<file path="src/source/id_pkg.sv">
// ##########################################################
// shared types for the decode stage of the LA32 subset core
// opcode constants cover only the supported instructions
// ##########################################################
package id_pkg;

    typedef logic [31:0] addr_t;    // instruction address
    typedef logic [31:0] inst_t;    // raw instruction word
    typedef logic [4:0]  reg_idx_t; // architectural register number
    typedef logic [6:0]  exc_t;     // exception code, zero when clean

    // exception codes
    localparam exc_t EXC_NONE = 7'h00;
    localparam exc_t EXC_PIF  = 7'h03; // fetch page invalid
    localparam exc_t EXC_PPI  = 7'h07; // fetch privilege fault
    localparam exc_t EXC_ADEF = 7'h08; // fetch address error
    localparam exc_t EXC_SYS  = 7'h0b;
    localparam exc_t EXC_BRK  = 7'h0c;
    localparam exc_t EXC_INE  = 7'h0d; // illegal instruction
    localparam exc_t EXC_TLBR = 7'h3f; // fetch tlb refill

    // branch class seen by the predictor
    typedef enum logic [1:0] {
        CAT_NONE     = 2'b00,
        CAT_COND     = 2'b01, // beq, bne
        CAT_DIRECT   = 2'b10, // b, bl
        CAT_INDIRECT = 2'b11  // jirl
    } br_cat_t;

    typedef enum logic [1:0] {
        UNIT_NONE = 2'b00,
        UNIT_ALU  = 2'b01,
        UNIT_LSU  = 2'b10,
        UNIT_BRU  = 2'b11
    } uop_unit_t;

    // operation codes inside a unit
    localparam logic [3:0] OP_ADD  = 4'd0;
    localparam logic [3:0] OP_SUB  = 4'd1;
    localparam logic [3:0] OP_LUI  = 4'd2;
    localparam logic [3:0] OP_LD   = 4'd3;
    localparam logic [3:0] OP_ST   = 4'd4;
    localparam logic [3:0] OP_BEQ  = 4'd5;
    localparam logic [3:0] OP_BNE  = 4'd6;
    localparam logic [3:0] OP_B    = 4'd7;
    localparam logic [3:0] OP_BL   = 4'd8;
    localparam logic [3:0] OP_JIRL = 4'd9;

    typedef struct packed {
        uop_unit_t  unit;
        logic [3:0] op;
        logic       wr_rd;   // result goes to rd
        logic       use_imm; // second operand is imm
    } uop_t;

    // one queued instruction, 103 bits
    typedef struct packed {
        exc_t  exc;
        addr_t pc_next;
        addr_t pc;
        inst_t inst;
    } fb_entry_t;

    // opcode fields, matched at different widths of inst[31:x]
    localparam logic [16:0] OPC17_ADD_W   = 17'h00020; // inst[31:15]
    localparam logic [16:0] OPC17_SUB_W   = 17'h00022;
    localparam logic [16:0] OPC17_BREAK   = 17'h00054;
    localparam logic [16:0] OPC17_SYSCALL = 17'h00056;
    localparam logic [9:0]  OPC10_ADDI_W  = 10'h00a;   // inst[31:22]
    localparam logic [9:0]  OPC10_LD_W    = 10'h0a2;
    localparam logic [9:0]  OPC10_ST_W    = 10'h0a6;
    localparam logic [6:0]  OPC7_LU12I_W  = 7'h0a;     // inst[31:25]
    localparam logic [5:0]  OPC6_JIRL     = 6'h13;     // inst[31:26]
    localparam logic [5:0]  OPC6_B        = 6'h14;
    localparam logic [5:0]  OPC6_BL       = 6'h15;
    localparam logic [5:0]  OPC6_BEQ      = 6'h16;
    localparam logic [5:0]  OPC6_BNE      = 6'h17;

    localparam inst_t INST_NOP = 32'h0340_0000; // andi r0,r0,0

endpackage
</file>
<file path="src/source/id_stage.sv">
// ##########################################################
// decode stage top, fetch must stop while full is high
// pc_in with bit 2 set means only inst1 is meaningful
// ##########################################################
`timescale 1ns/1ps

module id_stage
    import id_pkg::*;
#(
    parameter int FB_DEPTH = 8,
    parameter int FB_SLACK = 2
) (
    input  logic        clk,
    input  logic        rst_n,
    input  logic        flush,
    input  logic        input_valid,
    input  logic [1:0]  read_en,
    input  inst_t       inst0,
    input  inst_t       inst1,
    input  logic        unknown0,       // predictor has no entry for slot 0
    input  logic        unknown1,
    input  logic        first_inst_jmp, // slot 1 is past a taken branch
    input  exc_t        exc_in,
    input  addr_t       pc_in,
    input  addr_t       pc_next_in,
    output logic        full,
    output logic        out_valid0,
    output logic        out_valid1,
    output uop_t        uop0,
    output uop_t        uop1,
    output logic [31:0] imm0,
    output logic [31:0] imm1,
    output reg_idx_t    rd0,
    output reg_idx_t    rd1,
    output reg_idx_t    rj0,
    output reg_idx_t    rj1,
    output reg_idx_t    rk0,
    output reg_idx_t    rk1,
    output exc_t        exc0,
    output exc_t        exc1,
    output addr_t       pc0,
    output addr_t       pc1,
    output addr_t       pc_next0,
    output addr_t       pc_next1,
    output logic        feedback_valid,
    output addr_t       pc_for_predict,
    output addr_t       jmpdist0,
    output addr_t       jmpdist1,
    output br_cat_t     category0,
    output br_cat_t     category1,
    output addr_t       redirect_pc,
    output logic        set_pc
);

    addr_t     offset0, offset1;
    addr_t     pc_slot1;
    addr_t     pc_next_sel;
    addr_t     pc_next_slot0;
    logic      slot_ok0, slot_ok1;   // before redirect filtering
    logic      should_jmp0, should_jmp1;
    logic      redir0, redir1;
    logic      valid0, valid1;
    logic      seq1;                 // slot 1 follows slot 0 in order
    fb_entry_t entry0, entry1;
    fb_entry_t push_entry0, push_entry1;
    logic [1:0] push_count;
    fb_entry_t head_entry0, head_entry1;
    logic      head_valid0, head_valid1;

    pre_decoder u_pre0 (.inst(inst0), .category(category0), .offset(offset0));
    pre_decoder u_pre1 (.inst(inst1), .category(category1), .offset(offset1));

    assign pc_slot1       = pc_in + 32'd4;
    assign jmpdist0       = pc_in + offset0;
    assign jmpdist1       = pc_slot1 + offset1;
    assign pc_for_predict = pc_in;
    assign feedback_valid = input_valid;

    // nops are dropped unless they carry a fetch fault
    assign slot_ok0 = input_valid && !pc_in[2] && ((inst0 != INST_NOP) || (exc_in != EXC_NONE));
    assign slot_ok1 = input_valid && !first_inst_jmp
                   && ((inst1 != INST_NOP) || (exc_in != EXC_NONE));

    // static guess, backward conditional is taken
    assign should_jmp0 = (category0 == CAT_DIRECT) || ((category0 == CAT_COND) && offset0[31]);
    assign should_jmp1 = (category1 == CAT_DIRECT) || ((category1 == CAT_COND) && offset1[31]);

    assign redir0      = slot_ok0 && unknown0 && should_jmp0; // oldest slot wins
    assign redir1      = slot_ok1 && !redir0 && unknown1 && should_jmp1;
    assign set_pc      = redir0 | redir1;
    assign redirect_pc = redir0 ? jmpdist0 : jmpdist1;

    assign valid0 = slot_ok0;
    assign valid1 = slot_ok1 && !redir0; // squashed behind a redirect

    assign pc_next_sel   = set_pc ? redirect_pc : pc_next_in;
    assign seq1          = !first_inst_jmp && !redir0;
    assign pc_next_slot0 = seq1 ? pc_slot1 : pc_next_sel;

    assign entry0 = '{exc: exc_in, pc_next: pc_next_slot0, pc: pc_in, inst: inst0};
    assign entry1 = '{exc: exc_in, pc_next: pc_next_sel, pc: pc_slot1, inst: inst1};

    // compact so the oldest valid entry leads
    assign push_entry0 = valid0 ? entry0 : entry1;
    assign push_entry1 = entry1;
    assign push_count  = {1'b0, valid0} + {1'b0, valid1};

    fetch_buffer #(
        .FB_DEPTH (FB_DEPTH),
        .FB_SLACK (FB_SLACK)
    ) u_fetch_buffer (
        .clk         (clk),
        .rst_n       (rst_n),
        .flush       (flush),
        .push_entry0 (push_entry0),
        .push_entry1 (push_entry1),
        .push_count  (push_count),
        .read_en     (read_en),
        .head_entry0 (head_entry0),
        .head_entry1 (head_entry1),
        .head_valid0 (head_valid0),
        .head_valid1 (head_valid1),
        .full        (full)
    );

    inst_decoder u_dec0 (
        .entry (head_entry0), .entry_valid (head_valid0),
        .uop   (uop0), .imm (imm0), .rd (rd0), .rj (rj0), .rk (rk0),
        .pc    (pc0), .pc_next (pc_next0), .exc (exc0), .valid (out_valid0)
    );

    inst_decoder u_dec1 (
        .entry (head_entry1), .entry_valid (head_valid1),
        .uop   (uop1), .imm (imm1), .rd (rd1), .rj (rj1), .rk (rk1),
        .pc    (pc1), .pc_next (pc_next1), .exc (exc1), .valid (out_valid1)
    );

endmodule

</file>
<file path="src/source/inst_decoder.sv">
// ##########################################################
// decodes one queued entry into a uop, subset only
// anything outside the subset raises EXC_INE
// ##########################################################
`timescale 1ns/1ps

module inst_decoder
    import id_pkg::*;
(
    input  fb_entry_t   entry,
    input  logic        entry_valid,
    output uop_t        uop,
    output logic [31:0] imm,
    output reg_idx_t    rd,
    output reg_idx_t    rj,
    output reg_idx_t    rk,
    output addr_t       pc,
    output addr_t       pc_next,
    output exc_t        exc,
    output logic        valid
);

    inst_t       inst;
    logic [31:0] si12;   // addi.w, ld.w, st.w
    logic [31:0] ui20;   // lu12i.w
    logic [31:0] offs16; // beq, bne, jirl
    logic [31:0] offs26; // b, bl
    uop_t        dec_uop;
    logic [31:0] dec_imm;
    reg_idx_t    dec_rd;
    exc_t        dec_exc;

    assign inst   = entry.inst;
    assign si12   = {{20{inst[21]}}, inst[21:10]};
    assign ui20   = {inst[24:5], 12'h000};
    assign offs16 = {{14{inst[25]}}, inst[25:10], 2'b00};
    assign offs26 = {{4{inst[9]}}, inst[9:0], inst[25:10], 2'b00};

    always_comb begin
        dec_uop = '0;
        dec_imm = '0;
        dec_rd  = inst[4:0];
        dec_exc = EXC_NONE;
        if (inst[31:15] == OPC17_ADD_W) begin
            dec_uop = '{unit: UNIT_ALU, op: OP_ADD, wr_rd: 1'b1, use_imm: 1'b0};
        end else if (inst[31:15] == OPC17_SUB_W) begin
            dec_uop = '{unit: UNIT_ALU, op: OP_SUB, wr_rd: 1'b1, use_imm: 1'b0};
        end else if (inst[31:22] == OPC10_ADDI_W) begin
            dec_uop = '{unit: UNIT_ALU, op: OP_ADD, wr_rd: 1'b1, use_imm: 1'b1};
            dec_imm = si12;
        end else if (inst[31:25] == OPC7_LU12I_W) begin
            dec_uop = '{unit: UNIT_ALU, op: OP_LUI, wr_rd: 1'b1, use_imm: 1'b1};
            dec_imm = ui20;
        end else if (inst[31:22] == OPC10_LD_W) begin
            dec_uop = '{unit: UNIT_LSU, op: OP_LD, wr_rd: 1'b1, use_imm: 1'b1};
            dec_imm = si12;
        end else if (inst[31:22] == OPC10_ST_W) begin
            // rd is the store data source here
            dec_uop = '{unit: UNIT_LSU, op: OP_ST, wr_rd: 1'b0, use_imm: 1'b1};
            dec_imm = si12;
        end else if (inst[31:26] == OPC6_BEQ) begin
            dec_uop = '{unit: UNIT_BRU, op: OP_BEQ, wr_rd: 1'b0, use_imm: 1'b1};
            dec_imm = offs16;
        end else if (inst[31:26] == OPC6_BNE) begin
            dec_uop = '{unit: UNIT_BRU, op: OP_BNE, wr_rd: 1'b0, use_imm: 1'b1};
            dec_imm = offs16;
        end else if (inst[31:26] == OPC6_B) begin
            dec_uop = '{unit: UNIT_BRU, op: OP_B, wr_rd: 1'b0, use_imm: 1'b1};
            dec_imm = offs26;
        end else if (inst[31:26] == OPC6_BL) begin
            dec_uop = '{unit: UNIT_BRU, op: OP_BL, wr_rd: 1'b1, use_imm: 1'b1};
            dec_imm = offs26;
            dec_rd  = 5'd1; // link register r1
        end else if (inst[31:26] == OPC6_JIRL) begin
            dec_uop = '{unit: UNIT_BRU, op: OP_JIRL, wr_rd: 1'b1, use_imm: 1'b1};
            dec_imm = offs16;
        end else if (inst[31:15] == OPC17_SYSCALL) begin
            dec_exc = EXC_SYS; // no unit, trap only
        end else if (inst[31:15] == OPC17_BREAK) begin
            dec_exc = EXC_BRK;
        end else begin
            dec_exc = EXC_INE;
        end
    end

    assign uop     = entry_valid ? dec_uop : uop_t'('0);
    assign imm     = dec_imm;
    assign rd      = dec_rd;
    assign rj      = inst[9:5];
    assign rk      = inst[14:10];
    assign pc      = entry.pc;
    assign pc_next = entry.pc_next;
    assign valid   = entry_valid;

    // fetch fault wins over anything found while decoding
    assign exc = !entry_valid           ? EXC_NONE  :
                 (entry.exc != EXC_NONE) ? entry.exc :
                                           dec_exc;

endmodule

</file>
<file path="src/source/fetch_buffer.sv">
// ##########################################################
// two interleaved queues, FB_DEPTH must be a power of two
// one slot per bank stays unused, usable depth is FB_DEPTH-1
// ##########################################################
`timescale 1ns/1ps

module fetch_buffer
    import id_pkg::*;
#(
    parameter int FB_DEPTH = 8,
    parameter int FB_SLACK = 2
) (
    input  logic       clk,
    input  logic       rst_n,
    input  logic       flush,
    input  fb_entry_t  push_entry0, // oldest new entry
    input  fb_entry_t  push_entry1,
    input  logic [1:0] push_count,  // 0..2
    input  logic [1:0] read_en,     // 00 none, 01 one, 11 two
    output fb_entry_t  head_entry0, // oldest queued entry
    output fb_entry_t  head_entry1,
    output logic       head_valid0,
    output logic       head_valid1,
    output logic       full
);

    localparam int PW = $clog2(FB_DEPTH);

    typedef logic [PW-1:0] ptr_t;

    fb_entry_t bank0 [FB_DEPTH];
    fb_entry_t bank1 [FB_DEPTH];

    ptr_t head0, head1;
    ptr_t tail0, tail1;
    ptr_t used0, used1;
    logic push_sel; // bank that takes push_entry0
    logic pop_sel;  // bank holding the oldest entry
    logic empty0, empty1;
    logic full0, full1, really_full;
    logic push0, push1, pop0, pop1;
    fb_entry_t wdata0, wdata1;
    fb_entry_t rdata0, rdata1;

    assign used0  = tail0 - head0; // wraps, depth is 2^PW
    assign used1  = tail1 - head1;
    assign empty0 = (head0 == tail0);
    assign empty1 = (head1 == tail1);
    assign full0  = (used0 == ptr_t'(FB_DEPTH - 1));
    assign full1  = (used1 == ptr_t'(FB_DEPTH - 1));
    assign really_full = full0 | full1;

    // early warning, fetch needs a few cycles to stop
    assign full = (used0 >= ptr_t'(FB_DEPTH - 1 - FB_SLACK))
               || (used1 >= ptr_t'(FB_DEPTH - 1 - FB_SLACK));

    // a pair fills both banks, a single goes to push_sel
    assign push0 = !really_full
                && ((push_count == 2'd2) || ((push_count == 2'd1) && !push_sel));
    assign push1 = !really_full
                && ((push_count == 2'd2) || ((push_count == 2'd1) && push_sel));

    assign wdata0 = push_sel ? push_entry1 : push_entry0;
    assign wdata1 = push_sel ? push_entry0 : push_entry1;

    // read_en 10 is not expected, treated like 11
    assign pop0 = !empty0 && (read_en[1] || (read_en[0] && !pop_sel));
    assign pop1 = !empty1 && (read_en[1] || (read_en[0] && pop_sel));

    always_ff @(posedge clk) begin
        if (!rst_n || flush) begin
            head0    <= '0;
            head1    <= '0;
            tail0    <= '0;
            tail1    <= '0;
            push_sel <= 1'b0;
            pop_sel  <= 1'b0;
        end else begin
            if (push0) tail0 <= tail0 + 1'b1;
            if (push1) tail1 <= tail1 + 1'b1;
            if (pop0) head0 <= head0 + 1'b1;
            if (pop1) head1 <= head1 + 1'b1;
            // odd moves swap which bank is oldest
            if (push0 ^ push1) push_sel <= ~push_sel;
            if (pop0 ^ pop1) pop_sel <= ~pop_sel;
        end
    end

    // storage only, pointers decide what is live
    always_ff @(posedge clk) begin
        if (push0) bank0[tail0] <= wdata0;
        if (push1) bank1[tail1] <= wdata1;
    end

    // zero entry on an empty bank keeps x out of the decoders
    assign rdata0 = empty0 ? fb_entry_t'('0) : bank0[head0];
    assign rdata1 = empty1 ? fb_entry_t'('0) : bank1[head1];

    assign head_entry0 = pop_sel ? rdata1 : rdata0;
    assign head_entry1 = pop_sel ? rdata0 : rdata1;
    assign head_valid0 = pop_sel ? !empty1 : !empty0;
    // second only counts behind a valid first
    assign head_valid1 = head_valid0 && (pop_sel ? !empty0 : !empty1);

endmodule

</file>
<file path="src/source/pre_decoder.sv">
// ##########################################################
// branch class and byte offset of one instruction
// only beq, bne, b, bl and jirl count as branches here
// ##########################################################
`timescale 1ns/1ps

module pre_decoder
    import id_pkg::*;
(
    input  inst_t   inst,
    output br_cat_t category,
    output addr_t   offset
);

    addr_t offs16; // beq, bne, jirl
    addr_t offs26; // b, bl

    // offs16 sits in [25:10]
    assign offs16 = {{14{inst[25]}}, inst[25:10], 2'b00};
    // offs26 is split, high part in [9:0]
    assign offs26 = {{4{inst[9]}}, inst[9:0], inst[25:10], 2'b00};

    always_comb begin
        category = CAT_NONE;
        offset   = '0; // non-branch
        case (inst[31:26])
            OPC6_BEQ, OPC6_BNE: begin
                category = CAT_COND;
                offset   = offs16;
            end
            OPC6_B, OPC6_BL: begin
                category = CAT_DIRECT;
                offset   = offs26;
            end
            OPC6_JIRL: begin
                // target also needs rj, predictor resolves it
                category = CAT_INDIRECT;
                offset   = offs16;
            end
            default: begin
                category = CAT_NONE;
                offset   = '0;
            end
        endcase
    end

endmodule

</file>
<file path="config.mk">
export PLATFORM = sky130hd
export DESIGN_NAME = id_stage
export DESIGN_NICKNAME = d
export VERILOG_FILES = /design/src/source/id_pkg.sv /design/src/source/id_stage.sv /design/src/source/inst_decoder.sv /design/src/source/fetch_buffer.sv /design/src/source/pre_decoder.sv
export SDC_FILE = /design/constraint.sdc
export NUM_CORES = 2
export LEC_CHECK = 0
export BUFFER_PORTS_ARGS = -buffer_cell sky130_fd_sc_hd__clkbuf_2
export CORE_ASPECT_RATIO = 1.2
export CORE_MARGIN = 5
export CORE_UTILIZATION = 35
export CTS_CLUSTER_SIZE = 20
export DETAILED_ROUTE_END_ITERATION = 12
export PLACE_DENSITY_LB_ADDON = 0.15
export SYNTH_ARGS = -nofsm -noshare
export SYNTH_HDL_FRONTEND = slang
export SYNTH_HIERARCHICAL = 1
export SYNTH_SLANG_ARGS = --single-unit
</file>
<file path="constraint.sdc">
create_clock -name clk -period 12.8 [get_ports clk]
set_input_delay 0.64 -clock clk [delete_from_list [all_inputs] [get_ports clk]]
set_output_delay 0.64 -clock clk [all_outputs]
set_load 0.02 [all_outputs]
</file>
==> results_dict.tcl <==
set metrics [dict create \
    slew_headroom 0.0153 \
    crit_top_cell "buf_4" \
    final_util 0.393 \
    pin_count 533 \
    setup_viol_count_final 0 \
    place_ws_ns 4.72 \
    drt_first_pass_iters 5 \
    fin_cells 9420 \
    fin_setup_tns_ns 0 \
    grt-ovfl-total 0 \
    cp-end-kind "output port" \
    drtIter0Drc 4181 \
    final_nets 6489 \
    required_ns 12.16 \
    syn2layout_area_growth_pct 11.8 \
    finClkSkew_ns 0.0260 \
    netlist.top_cell.by_area "edfxtp_1" \
    yosys-top-cells-count "1648 x edfxtp_1, 832 x mux2i_1, 537 x a21oi_1" \
    dieWidth_um 450 \
    setup_slack_ns 5.57 \
    htree_levels 4 \
    initial_utilization 0.352 \
    p_leak_uw 0.0299 \
    peakVddDrop_uv 136 \
    syn_area_per_cell_sq_um 13.5 \
    die_area_sq_um 242000 \
    cts_tree "built" \
    worst-r2r-cell-count 10 \
    viasPerCell 5.55 \
    grt_max_degree 153 \
    fin_crit_sh 0.565 \
    clock-root-buffer "clkbuf_16" \
    ys_ff_latch 1668 \
    rsz0062_at_grt "no" \
    max_stage_delay_ns 1.03 \
    multi_input_area_sq_um 28000 \
    coreArea_sq_um 231000 \
    grt_antenna_before_repair 19 \
    outcome "complete, no violations" \
    regArea_sq_um 49900 \
    final_layout_size_suffix_gt1_frac 0.195 \
    rows 193 \
    dp_hpwl_um 205000 \
    critPathLaunchType "register" \
    ys.warnings.count 6 \
    power.density_nw_per_um2 134 \
    cts_buffer_depth 3 \
    min_path_type "primary input to register" \
    gp_congestion 0.930 \
    ys_top_cells_by_area "edfxtp_1 61%, mux2i_1 10%, a21oi_1 3.3%" \
    ys_seq_area_frac 0.615 \
    post_cts_buffers 0 \
    synth.cell_area_sq_um 81200 \
    crit_type "register to output port" \
    hold_buffers 0 \
    die_y_um 537 \
    num_vias 52300 \
    maxCapViolCount 0 \
    synth_cell_types 100 \
    wirelength_um 292000 \
    numPortBuffers 532 \
    async_flop_share 0 \
    wl_per_cell_um 31.0 \
    placed_cells 9112 \
    crit_fanout 27 \
    slowest_stage "nor2b_4" \
    synthFlopType "edfxtp_1" \
    hold_viol_final 0 \
    clkLatencyLatePin_ns 0.81 \
    drcViolationCount 0 \
    yosysMostFrequentCell "edfxtp_1" \
    cts.sinks 1668 \
    slew_viol_final 0 \
    drtAntennaViolNets 0 \
    cts-resized-gates 0 \
    grt_pass1_vias 51200 \
    fin_crit_ns 7.23 \
    path_cells "nor2b_4 > buf_4 > buf_4 > a21oi_1 > nand3_1 > mux2i_1 > or4b_1 > or3_1 > and2_4 > a211oi_1 > clkbuf_2" \
    worstMarginPinSlew_ns 1.47 \
    yosys.area.top_type_share 0.610 \
    synth_edf_count 1648 \
    max_freq_ghz 0.138 \
    final.fill_count 21700 \
    clkSlewWorstSetupHoldPaths_ns 0.06 \
    synth_cells 6014 \
    cts_buffers 170 \
    cp.arrival_ns 6.59 \
    finalPower_uw 12100 \
    track_usage 0.234 \
    whs_path_depth 2 \
    grt_pass1_wl_um 405000 \
]
[report_power, final]
group	leakage, uW	switching, uW	internal [uW]
logic	0.0123	894	339
clock network	0.00253	2090	2630
registers	0.0150	19.6	6140
[critical path, delay by kind of cell (launching register included)]
family,cells,cell delay [ns]
AND/OR/NAND/NOR,5,3.06
buffers and inverters,3,1.24
flip-flops,1,0.64
AO/OA/AOI/OAI,2,0.39
multiplexers,1,0.38
[stage by stage]
step | hold slack [ns] | area [sq um]
2_1_floorplan | 0.467 | 81200
3_3_place_gp | 0.480 | 85500
3_5_place_dp | 0.493 | 85500
4_1_cts | 0.101 | 90700
5_1_grt | 0.148 | 90700
6_report | 0.180 | 90700
[cells by family after synthesis]
family                   synth area share
XOR/XNOR                           0.0149
multiplexers                        0.138
other                           0.0000925
AND/OR/NAND/NOR                    0.0792
flip-flops                          0.615
buffers and inverters              0.0435
adder cells (fa/ha/maj)            0.0132
AO/OA/AOI/OAI                      0.0968
[per-layer routing]
metal / track usage / wire, um / vias to the layer above
met2: 0.397 / 142000 / 1490
met3: 0.0294 / 11600 / 412
met1: 0.292 / 120000 / 26900
li1: - / - / 23500
met4: 0.128 / 18000 / 0
met5: 0 / 0 / -
[worst paths after layout]
check,start,endpoint,slack [ns]
setup / recovery,register,imm1[16],5.57
hold / removal,read_en[1],u_fetch_buffer/pop_sel,0.18
setup reg to reg,u_fetch_buffer/tail0[0],u_fetch_buffer/bank0[7][86],7.78
hold reg to reg,u_fetch_buffer/tail0[0],u_fetch_buffer/tail0[0],0.50
[placed cells by master, fill, tap and decap left out, types with 9 or more instances in the layout]
| cell type | n |
|---|---|
| a211oi_1 | 219 |
| a21o_1 | 29 |
| a21oi_1 | 535 |
| a22o_1 | 23 |
| a31oi_1 | 17 |
| and2_1 | 28 |
| and3_1 | 9 |
| buf_4 | 121 |
| clkbuf_1 | 48 |
| clkbuf_16 | 174 |
| clkbuf_2 | 532 |
| clkinv_1 | 28 |
| clkinv_2 | 23 |
| dfxtp_1 | 12 |
| diode_2 | 12 |
| edfxtp_1 | 1648 |
| ha_1 | 79 |
| inv_1 | 43 |
| mux2_2 | 236 |
| mux2i_1 | 832 |
| nand2_1 | 275 |
| nand2b_1 | 26 |
| nand3_1 | 244 |
| nand3b_1 | 24 |
| nand4_1 | 29 |
| nor2_1 | 162 |
| nor2_4 | 12 |
| nor2b_1 | 210 |
| nor3_1 | 30 |
| nor3b_1 | 18 |
| nor3b_2 | 18 |
| nor4_1 | 28 |
| o211ai_1 | 219 |
| o21a_1 | 11 |
| o21ai_0 | 58 |
| o21ai_1 | 10 |
| o221a_1 | 16 |
| o31ai_1 | 14 |
| xnor2_1 | 76 |
| xor2_1 | 46 |
[flip-flops by register name (all words and copies together), names as in the netlist, named ones only]
signal                   count
u_fetch_buffer/bank0       824
u_fetch_buffer/bank1       824
u_fetch_buffer/head0         3
u_fetch_buffer/head1         3
u_fetch_buffer/tail0         3
u_fetch_buffer/tail1         3
u_fetch_buffer/pop_sel       1
u_fetch_buffer/push_sel      1
[area by class of cell]
type / count / share of cell area
antenna: 12 / 0.000331
clock buffer: 225 / 0.0504
clock inverter: 71 / 0.00672
inverter: 46 / 0.00199
multi-input combinational: 3719 / 0.308
sequential: 1668 / 0.550
tap: 3022 / 0.0417
timing repair buffer: 657 / 0.0403
Note: power is estimated with default switching activity, not from simulation.
